`src/common/rv_pkg.sv`:
```
package rv_pkg;

    parameter int xlen = 32;
    parameter int reg_addr_w = 5;

    typedef logic [xlen-1:0] word_t;
    typedef logic [reg_addr_w-1:0] reg_idx_t;

    // base opcodes of the supported subset
    typedef enum logic [6:0] {
        opc_op     = 7'b0110011,
        opc_op_imm = 7'b0010011,
        opc_load   = 7'b0000011,
        opc_store  = 7'b0100011,
        opc_branch = 7'b1100011
    } opcode_e;

    typedef enum logic [2:0] {
        alu_add,
        alu_sub,
        alu_and,
        alu_or,
        alu_xor,
        alu_slt
    } alu_op_e;

    typedef enum logic [1:0] {
        fwd_reg = 2'd0,
        fwd_mem = 2'd1,
        fwd_wb  = 2'd2
    } fwd_sel_e;

    typedef struct packed {
        logic [6:0] funct7;
        reg_idx_t   rs2;
        reg_idx_t   rs1;
        logic [2:0] funct3;
        reg_idx_t   rd;
        opcode_e    opcode;
    } r_fmt_t;

    typedef struct packed {
        logic [11:0] imm;
        reg_idx_t    rs1;
        logic [2:0]  funct3;
        reg_idx_t    rd;
        opcode_e     opcode;
    } i_fmt_t;

    typedef struct packed {
        logic [6:0] imm_hi;
        reg_idx_t   rs2;
        reg_idx_t   rs1;
        logic [2:0] funct3;
        logic [4:0] imm_lo;
        opcode_e    opcode;
    } s_fmt_t;

    typedef struct packed {
        logic       imm_12;
        logic [5:0] imm_10_5;
        reg_idx_t   rs2;
        reg_idx_t   rs1;
        logic [2:0] funct3;
        logic [3:0] imm_4_1;
        logic       imm_11;
        opcode_e    opcode;
    } b_fmt_t;

    // one instruction word, four views
    typedef union packed {
        r_fmt_t r;
        i_fmt_t i;
        s_fmt_t s;
        b_fmt_t b;
    } instr_u;

    typedef struct packed {
        logic    reg_write;
        logic    mem_read;
        logic    mem_write;
        logic    branch;
        logic    alu_src;
        alu_op_e alu_op;
    } ctrl_t;

    typedef struct packed {
        logic   valid;
        word_t  pc;
        instr_u instr;
    } if_id_t;

    typedef struct packed {
        ctrl_t    ctrl;
        word_t    pc;
        word_t    rd1;
        word_t    rd2;
        word_t    imm;
        reg_idx_t rs1;
        reg_idx_t rs2;
        reg_idx_t rd;
    } id_ex_t;

    typedef struct packed {
        logic     reg_write;
        logic     mem_read;
        word_t    alu_result;
        reg_idx_t rd;
    } ex_mem_t;

    typedef struct packed {
        logic     we;
        reg_idx_t rd;
        word_t    data;
    } wb_t;

endpackage

```
`src/rtl/fetch_stage.sv`:
```
module fetch_stage #(
    parameter rv_pkg::word_t reset_pc = '0
) (
    input  logic           clk,
    input  logic           rst,
    input  logic           stall_f,
    input  logic           stall_d,
    input  logic           flush_d,
    input  logic           branch_taken,
    input  rv_pkg::word_t  branch_target,
    input  rv_pkg::word_t  instr,
    output rv_pkg::word_t  pc,
    output rv_pkg::if_id_t if_id
);
    import rv_pkg::*;

    word_t pc_next;

    // redirect wins over the load-use hold
    always_comb begin
        if (branch_taken) begin
            pc_next = branch_target;
        end else if (stall_f) begin
            pc_next = pc;
        end else begin
            pc_next = pc + word_t'(4);
        end
    end

    always_ff @(posedge clk) begin
        if (rst) begin
            pc <= reset_pc;
        end else begin
            pc <= pc_next;
        end
    end

    // fetch/decode register, only valid is cleared
    always_ff @(posedge clk) begin
        if (rst || flush_d) begin
            if_id.valid <= 1'b0;
        end else if (!stall_d) begin
            if_id.valid <= 1'b1;
            if_id.pc    <= pc;
            if_id.instr <= instr;
        end
    end

endmodule

```
`src/decode/reg_file.sv`:
```
module reg_file (
    input  logic             clk,
    input  logic             rst,
    input  rv_pkg::reg_idx_t ra1,
    input  rv_pkg::reg_idx_t ra2,
    output rv_pkg::word_t    rd1,
    output rv_pkg::word_t    rd2,
    input  rv_pkg::wb_t      wb
);
    import rv_pkg::*;

    // x0 has no storage
    word_t regs [1:2**reg_addr_w-1];

    function automatic word_t read_port(input reg_idx_t ra, input wb_t w, input word_t stored);
        if (ra == '0) begin
            return '0;
        end else if (w.we && w.rd == ra) begin
            return w.data;
        end
        return stored;
    endfunction

    always_ff @(posedge clk) begin
        if (rst) begin
            for (int i = 1; i < 2**reg_addr_w; i++) begin
                regs[i] <= '0;
            end
        end else if (wb.we && wb.rd != '0) begin
            regs[wb.rd] <= wb.data;
        end
    end

    assign rd1 = read_port(ra1, wb, regs[ra1]);
    assign rd2 = read_port(ra2, wb, regs[ra2]);

endmodule

```
`src/decode/decode_stage.sv`:
```
module decode_stage (
    input  logic             clk,
    input  logic             rst,
    input  rv_pkg::if_id_t   if_id,
    input  logic             flush_e,
    input  rv_pkg::wb_t      wb,
    output rv_pkg::id_ex_t   id_ex,
    output rv_pkg::reg_idx_t rs1_d,
    output rv_pkg::reg_idx_t rs2_d
);
    import rv_pkg::*;

    instr_u ins;
    ctrl_t  ctrl_d;
    word_t  imm_d;
    word_t  rd1;
    word_t  rd2;
    logic   uses_rs2;

    assign ins = if_id.instr;

    always_comb begin
        ctrl_d   = '0;
        imm_d    = '0;
        uses_rs2 = 1'b0;
        case (ins.r.opcode)
            opc_op: begin
                uses_rs2         = 1'b1;
                ctrl_d.reg_write = 1'b1;
                case (ins.r.funct3)
                    3'b000:  ctrl_d.alu_op = ins.r.funct7[5] ? alu_sub : alu_add;
                    3'b111:  ctrl_d.alu_op = alu_and;
                    3'b110:  ctrl_d.alu_op = alu_or;
                    3'b100:  ctrl_d.alu_op = alu_xor;
                    3'b010:  ctrl_d.alu_op = alu_slt;
                    default: ctrl_d.reg_write = 1'b0;
                endcase
            end
            opc_op_imm: begin
                // only ADDI
                ctrl_d.reg_write = (ins.i.funct3 == 3'b000);
                ctrl_d.alu_src   = 1'b1;
                imm_d = {{(xlen-12){ins.i.imm[11]}}, ins.i.imm};
            end
            opc_load: begin
                ctrl_d.reg_write = 1'b1;
                ctrl_d.mem_read  = 1'b1;
                ctrl_d.alu_src   = 1'b1;
                imm_d = {{(xlen-12){ins.i.imm[11]}}, ins.i.imm};
            end
            opc_store: begin
                uses_rs2         = 1'b1;
                ctrl_d.mem_write = 1'b1;
                ctrl_d.alu_src   = 1'b1;
                imm_d = {{(xlen-12){ins.s.imm_hi[6]}}, ins.s.imm_hi, ins.s.imm_lo};
            end
            opc_branch: begin
                uses_rs2      = 1'b1;
                ctrl_d.branch = 1'b1;
                imm_d = {{(xlen-13){ins.b.imm_12}}, ins.b.imm_12, ins.b.imm_11,
                         ins.b.imm_10_5, ins.b.imm_4_1, 1'b0};
            end
            default: ctrl_d = '0;
        endcase
        if (!if_id.valid) begin
            ctrl_d = '0;
        end
    end

    assign rs1_d = ins.r.rs1;
    assign rs2_d = uses_rs2 ? ins.r.rs2 : '0;

    reg_file u_reg_file (
        .clk(clk),
        .rst(rst),
        .ra1(rs1_d),
        .ra2(rs2_d),
        .rd1(rd1),
        .rd2(rd2),
        .wb(wb)
    );

    // bubble on flush
    always_ff @(posedge clk) begin
        if (rst || flush_e) begin
            id_ex.ctrl <= '0;
        end else begin
            id_ex.ctrl <= ctrl_d;
        end
    end

    always_ff @(posedge clk) begin
        id_ex.pc  <= if_id.pc;
        id_ex.rd1 <= rd1;
        id_ex.rd2 <= rd2;
        id_ex.imm <= imm_d;
        id_ex.rs1 <= rs1_d;
        id_ex.rs2 <= rs2_d;
        id_ex.rd  <= ins.r.rd;
    end

endmodule

```
`src/rtl/execute_stage.sv`:
```
module execute_stage (
    input  logic              clk,
    input  logic              rst,
    input  rv_pkg::id_ex_t    id_ex,
    input  rv_pkg::fwd_sel_e  fwd_a,
    input  rv_pkg::fwd_sel_e  fwd_b,
    output rv_pkg::ex_mem_t   ex_mem,
    input  rv_pkg::wb_t       wb,
    output rv_pkg::word_t     data_addr,
    output rv_pkg::word_t     din,
    output logic              data_we,
    output logic              data_re,
    output logic              branch_taken,
    output rv_pkg::word_t     branch_target
);
    import rv_pkg::*;

    word_t op_a;
    word_t op_b;
    word_t src_b;
    word_t alu_result;

    function automatic word_t fwd_mux(input fwd_sel_e sel, input word_t reg_val,
                                      input word_t mem_val, input word_t wb_val);
        case (sel)
            fwd_mem: return mem_val;
            fwd_wb:  return wb_val;
            default: return reg_val;
        endcase
    endfunction

    assign op_a  = fwd_mux(fwd_a, id_ex.rd1, ex_mem.alu_result, wb.data);
    assign op_b  = fwd_mux(fwd_b, id_ex.rd2, ex_mem.alu_result, wb.data);
    assign src_b = id_ex.ctrl.alu_src ? id_ex.imm : op_b;

    always_comb begin
        case (id_ex.ctrl.alu_op)
            alu_sub: alu_result = op_a - src_b;
            alu_and: alu_result = op_a & src_b;
            alu_or:  alu_result = op_a | src_b;
            alu_xor: alu_result = op_a ^ src_b;
            alu_slt: alu_result = {{(xlen-1){1'b0}}, $signed(op_a) < $signed(src_b)};
            default: alu_result = op_a + src_b;
        endcase
    end

    // BEQ resolves here
    assign branch_taken  = id_ex.ctrl.branch && (op_a == op_b);
    assign branch_target = id_ex.pc + id_ex.imm;

    // request goes out now so read data lands in the memory stage
    assign data_addr = alu_result;
    assign din       = op_b;
    assign data_we   = id_ex.ctrl.mem_write;
    assign data_re   = id_ex.ctrl.mem_read;

    always_ff @(posedge clk) begin
        if (rst) begin
            ex_mem.reg_write <= 1'b0;
            ex_mem.mem_read  <= 1'b0;
        end else begin
            ex_mem.reg_write <= id_ex.ctrl.reg_write;
            ex_mem.mem_read  <= id_ex.ctrl.mem_read;
        end
    end

    always_ff @(posedge clk) begin
        ex_mem.alu_result <= alu_result;
        ex_mem.rd         <= id_ex.rd;
    end

endmodule

```
`src/rtl/hazard_unit.sv`:
```
module hazard_unit (
    input  rv_pkg::reg_idx_t rs1_d,
    input  rv_pkg::reg_idx_t rs2_d,
    input  rv_pkg::id_ex_t   id_ex,
    input  rv_pkg::ex_mem_t  ex_mem,
    input  rv_pkg::wb_t      wb,
    input  logic             branch_taken,
    output logic             stall_f,
    output logic             stall_d,
    output logic             flush_d,
    output logic             flush_e,
    output rv_pkg::fwd_sel_e fwd_a,
    output rv_pkg::fwd_sel_e fwd_b
);
    import rv_pkg::*;

    logic lw_stall;

    // youngest producer first
    function automatic fwd_sel_e fwd_for(input reg_idx_t rs, input ex_mem_t m, input wb_t w);
        if (m.reg_write && m.rd != '0 && m.rd == rs) begin
            return fwd_mem;
        end else if (w.we && w.rd != '0 && w.rd == rs) begin
            return fwd_wb;
        end
        return fwd_reg;
    endfunction

    assign fwd_a = fwd_for(id_ex.rs1, ex_mem, wb);
    assign fwd_b = fwd_for(id_ex.rs2, ex_mem, wb);

    // load in execute feeding decode
    assign lw_stall = id_ex.ctrl.mem_read && id_ex.rd != '0
                   && (id_ex.rd == rs1_d || id_ex.rd == rs2_d);

    assign stall_f = lw_stall && !branch_taken;
    assign stall_d = lw_stall && !branch_taken;
    assign flush_d = branch_taken;
    assign flush_e = branch_taken || lw_stall;

endmodule

```
`src/rtl/mem_wb_stage.sv`:
```
module mem_wb_stage (
    input  logic            clk,
    input  logic            rst,
    input  rv_pkg::ex_mem_t ex_mem,
    input  rv_pkg::word_t   read_data,
    output rv_pkg::wb_t     wb
);
    import rv_pkg::*;

    word_t result_m;

    // read_data is only valid while the load sits in memory
    assign result_m = ex_mem.mem_read ? read_data : ex_mem.alu_result;

    always_ff @(posedge clk) begin
        if (rst) begin
            wb.we <= 1'b0;
        end else begin
            wb.we <= ex_mem.reg_write;
        end
    end

    always_ff @(posedge clk) begin
        wb.rd   <= ex_mem.rd;
        wb.data <= result_m;
    end

endmodule

```
`src/rtl/riscv_pipeline.sv`:
```
module riscv_pipeline #(
    parameter rv_pkg::word_t reset_pc = '0
) (
    input  logic          clk,
    input  logic          rst,
    output rv_pkg::word_t pc,
    input  rv_pkg::word_t instr,
    output rv_pkg::word_t data_addr,
    output rv_pkg::word_t din,
    output logic          data_we,
    output logic          data_re,
    input  rv_pkg::word_t read_data
);
    import rv_pkg::*;

    if_id_t   if_id;
    id_ex_t   id_ex;
    ex_mem_t  ex_mem;
    wb_t      wb;
    reg_idx_t rs1_d;
    reg_idx_t rs2_d;
    logic     branch_taken;
    word_t    branch_target;
    logic     stall_f;
    logic     stall_d;
    logic     flush_d;
    logic     flush_e;
    fwd_sel_e fwd_a;
    fwd_sel_e fwd_b;

    fetch_stage #(.reset_pc(reset_pc)) u_fetch (
        .clk(clk),
        .rst(rst),
        .stall_f(stall_f),
        .stall_d(stall_d),
        .flush_d(flush_d),
        .branch_taken(branch_taken),
        .branch_target(branch_target),
        .instr(instr),
        .pc(pc),
        .if_id(if_id)
    );

    decode_stage u_decode (
        .clk(clk),
        .rst(rst),
        .if_id(if_id),
        .flush_e(flush_e),
        .wb(wb),
        .id_ex(id_ex),
        .rs1_d(rs1_d),
        .rs2_d(rs2_d)
    );

    execute_stage u_execute (
        .clk(clk),
        .rst(rst),
        .id_ex(id_ex),
        .fwd_a(fwd_a),
        .fwd_b(fwd_b),
        .ex_mem(ex_mem),
        .wb(wb),
        .data_addr(data_addr),
        .din(din),
        .data_we(data_we),
        .data_re(data_re),
        .branch_taken(branch_taken),
        .branch_target(branch_target)
    );

    mem_wb_stage u_mem_wb (
        .clk(clk),
        .rst(rst),
        .ex_mem(ex_mem),
        .read_data(read_data),
        .wb(wb)
    );

    hazard_unit u_hazard (
        .rs1_d(rs1_d),
        .rs2_d(rs2_d),
        .id_ex(id_ex),
        .ex_mem(ex_mem),
        .wb(wb),
        .branch_taken(branch_taken),
        .stall_f(stall_f),
        .stall_d(stall_d),
        .flush_d(flush_d),
        .flush_e(flush_e),
        .fwd_a(fwd_a),
        .fwd_b(fwd_b)
    );

endmodule

```
`config.mk`:
```
export PLATFORM = sky130hd
export DESIGN_NAME = riscv_pipeline
export DESIGN_NICKNAME = d
export VERILOG_FILES = /design/src/common/rv_pkg.sv /design/src/rtl/fetch_stage.sv /design/src/decode/reg_file.sv /design/src/decode/decode_stage.sv /design/src/rtl/execute_stage.sv /design/src/rtl/hazard_unit.sv /design/src/rtl/mem_wb_stage.sv /design/src/rtl/riscv_pipeline.sv
export SDC_FILE = /design/constraint.sdc
export NUM_CORES = 2
export LEC_CHECK = 0
export BUFFER_PORTS_ARGS = -buffer_cell sky130_fd_sc_hd__buf_4
export CAP_MARGIN = 40
export CORE_MARGIN = 2
export CORE_UTILIZATION = 30
export CTS_CLUSTER_SIZE = 28
export DETAILED_ROUTE_END_ITERATION = 7
export GPL_ROUTABILITY_DRIVEN = 0
export PLACE_DENSITY = 0.49
export RECOVER_POWER = 25
export SLEW_MARGIN = 20
export SYNTH_ARGS = -nofsm -noshare
export SYNTH_HDL_FRONTEND = slang
export SYNTH_SLANG_ARGS = --single-unit
```
`constraint.sdc`:
```
create_clock -name clk -period 8.05 [get_ports clk]
set_input_delay 0.4025 -clock clk [delete_from_list [all_inputs] [get_ports clk]]
set_output_delay 0.4025 -clock clk [all_outputs]
set_load 0.03 [all_outputs]
```
==> key figures <==
Hold path
  • Hold/Removal Path Class: in2reg

Global route
  • Initial antenna violation count: 17
  • First-pass GRT wire length: 406 mm
  • Largest net degree at the start of global routing: 122
  • Met3 usage: 3.84%
  • GR Overflow Total: 0
  • Met2 Use GR: 35.8%
  • Vias in the first global route: ~55,000
  • GRT Total Usage: around 22%
  • Gr busiest metal: met2
  • Met1 Resource Use GR: between 20% and 30%

Synthesis
  • Main combinational cell family by area after synthesis: simple AND/OR/NAND/NOR gates
  • Complex-gate fraction of the synthesized area: 11.4%
  • Synth top area share: ~44%
  • Ys flop type: edfxtp_1
  • #FFs+latches synth: 1,335
  • Async set-reset flop share out of synthesis: 0%
  • EDFF count, synth: between 1,000 and 1,500
  • Cell variety after synth: 91
  • Synth warnings: 0
  • Multiplexer share of the synthesized area: 11.8%
  • Mean cell area of the mapped netlist: 11.1 um2
  • Post-synthesis sequential area ratio: 50.7%
  • Post-Synth XOR/XNOR Area: between 1.5 and 2%
  • Post-Synthesis Cells: ~6,700
  • Area contributors post-synth: edfxtp_1 44%, mux4_2 9.7%, and2_1 8.4%
  • Largest area contributor in the netlist: edfxtp_1
  • Post-Syn Area: 0.0742 mm2
  • Simple-gate share of the synthesized area: a little under a fifth
  • Synth Area in Adders: ~2.2%

Drt
  • Drt wl/cell: 28.6 um
  • DR iter-0 viols: 6,289
  • Post-route antenna net violation count: 0
  • Final WL: 287 mm
  • Via count: ~57,000
  • Pre-antenna DRT Iters: 7
  • Remaining DRCs: 0
  • Via/cell ratio: between 5 and 6

CTS
  • H-tree levels: 4
  • Maximum clock path buffer count: 3
  • Clk Latency, worst-skew pair: 830 ps
  • Clk slew on worst S/H paths: roughly 60 ps
  • Postcts setup bufs: 0
  • Root Buffer: clkbuf_16
  • TritonCTS clock tree: done
  • Clk sinks: 1,335
  • Num CTS Buffers: between 150 and 200

Place
  • Post-DP HPWL: 173 mm
  • Port Buffers: 163
  • Pre-CTS setup slack: ~1100 ps

Timing
  • Slew headroom: -120%
  • Total negative slack: 0 ps
  • Fin. Hold Viols: 0
  • Final Setup Violations: 0
  • Skew final: 56.8 ps
  • Worst-margin pin slew: 3290 ps
  • RSZ-0062 raised after global routing: no
  • Pins Over Slew Limit: approximately 1,700
  • Final setup margin: 448 ps
  • Tcrit/Tclk final: 94.4%
  • FMAX: 132 MHz
  • Fin crit period: about 7600 ps

Cells and area
  • Multi-input gate area: 0.0341 mm2
  • Nets: 6,892
  • Reg area: ~0.038 mm2
  • Share of cells above drive strength 1: roughly 15%
  • Area Growth Syn to Fin: 14.2%
  • Fill count: 24,300

Run status
  • Status: finished, violations left
  • Violated checks: capacitance limit, slew limit

Worst setup path
  • Max FO, Critical Path: 36
  • CP endpoint kind: output port
  • Worst Path Required: 7650 ps
  • Crit start category: register
  • Kind of critical path: reg2out
  • Crit path DAT: 7200 ps

Floorplan
  • Number of I/O pins: 164
  • Chip Height: 501 um
  • Initial core utilization: a little under a third
  • Core footprint: around 0.25 mm2
  • Row cnt: 182
  • Die width: 501 um
  • Die footprint: between 0.2 and 0.3 mm2

Power
  • Peak VDD IR: around 0.21 mV
  • Pwr dens: roughly 220 mW/mm2
  • Total Power: between 15 and 20 mW
  • LEAKAGE: 30.3 nW

Run
  • Max_cap viols: 48
==> flip-flops by register name, indices dropped and copies added (netlist names), named ones only <==
signal / cells
u_decode.id_ex: 132
u_mem_wb.wb: 38
u_decode.u_reg_file.regs: 1024
u_fetch.if_id: 65
u_execute.ex_mem: 39
u_fetch.pc: 32
==> synthesized netlist by cell type (19+ instances only) <==
cell type,n
or2_2,33
nand2_1,746
and2_1,1001
o22ai_1,180
a311oi_1,66
ha_1,128
mux4_2,320
mux2_2,44
a21o_1,27
a311o_1,35
edfxtp_1,1088
nor3_1,79
mux2i_1,97
o21bai_1,27
a21oi_1,151
o21ai_0,199
o21ai_1,20
nor2_1,267
a31o_2,19
xnor2_1,93
o211ai_1,19
a211oi_1,153
o221ai_1,43
dfxtp_1,247
clkbuf_1,526
inv_1,139
nand3_1,302
xor2_1,55
buf_1,69
a31oi_1,129
nor2b_1,85
==> area by class of cell <==
class	instances	share of cell area (%)
Clock buffer	199	4.85
Timing Repair Buffer	433	3.98
Antenna cell	7	0.0207
Sequential cell	1335	44.4
Multi-Input combinational cell	4628	40.3
Inverter	144	0.666
Tap cell	3220	4.75
Clock inverter	79	1.07
==> power by group <==
part | switching [mW] | internal (mW) | leakage (nW)
sequential | 0.372 | 7.86 | 13.2
combinational | 2.43 | 1.18 | 14.6
clock | 3.08 | 4.02 | 2.43
total | 5.89 | 13.1 | 30.3
==> metrics by stage <==
step	hold WS (ps)	util [%]	cells	area [um2]
global placement	324	32.2	9661	79100
global route	298	34.5	10000	84800
detailed placement	327	32.3	9682	79400
CTS	247	34.6	10000	85000
finish	324	34.5	10000	84800
floorplan	323	-	6729	74400
==> kinds of logic (layout without fill, tap and decap cells) <==
kind of cell    Yosys count  count (layout)
simple gates           2628            2628
flops                  1335            1335
compound gates         1223            1223
buf+inv                 766             855
mux                     466             466
xor+xnor                148             148
fa+ha+maj               131             131
other cells               1              39
==> layout by cell type (no fill, tap or decap), types with 123 or more instances in the layout <==
cell       synthesis  layout
a211oi_1         153     153
a21oi_1          151     151
a31oi_1          129     129
and2_0             0     145
and2_1          1001     856
buf_4              9     213
clkbuf_1         526     123
clkbuf_16          0     154
dfxtp_1          247     234
edfxtp_1        1088    1088
ha_1             128     128
inv_1            139     136
mux4_2           320     320
nand2_1          746     746
nand3_1          302     301
nor2_1           267     233
o21ai_0          199     197
o22ai_1          180     180
==> layer usage <==
metal  routed length [um]  vias to the layer above
met5                   26                        -
met4                10800                        4
met3                24100                      555
met2               132000                     2871
met1               120000                    28900
li1                     -                    24600
==> timing repair <==
| action | in CTS | in global routing |
|---|---|---|
| hold buffers | 64 | 0 |
| endpoints found under the hold margin | 69 | 0 |
| resized for setup | 0 | 7 |
| endpoints found under the setup margin | 0 | 5 |
==> worst max-delay path, stage by stage (launching register included) <==
cell	delay (ps)
dfxtp_1	320
clkbuf_1	1370
nand3_1	210
a31o_2	360
o21ai_0	290
ha_1	280
fa_1	250
nor2_1	80
o21ai_0	220
a21oi_1	160
o32ai_2	220
buf_4	180
o221ai_1	290
a2111oi_2	580
o41ai_2	190
a2111oi_0	550
nor3_1	130
o31ai_1	410
buf_4	240
==> worst paths after layout <==
| check | start | endpoint | slack, ps | depth (start not counted) |
|---|---|---|---|---|
| max | u_mem_wb.wb[0] | data_addr[30] | 450 | 18 |
| min | instr[25] | u_fetch.if_id[25] | 320 | 2 |
| max reg2reg | u_mem_wb.wb[0] | u_execute.ex_mem[35] | 1810 | 17 |
| min reg2reg | u_fetch.if_id[54] | u_decode.id_ex[133] | 340 | 0 |
No activity file was read; power rests on OpenSTA's default activity.
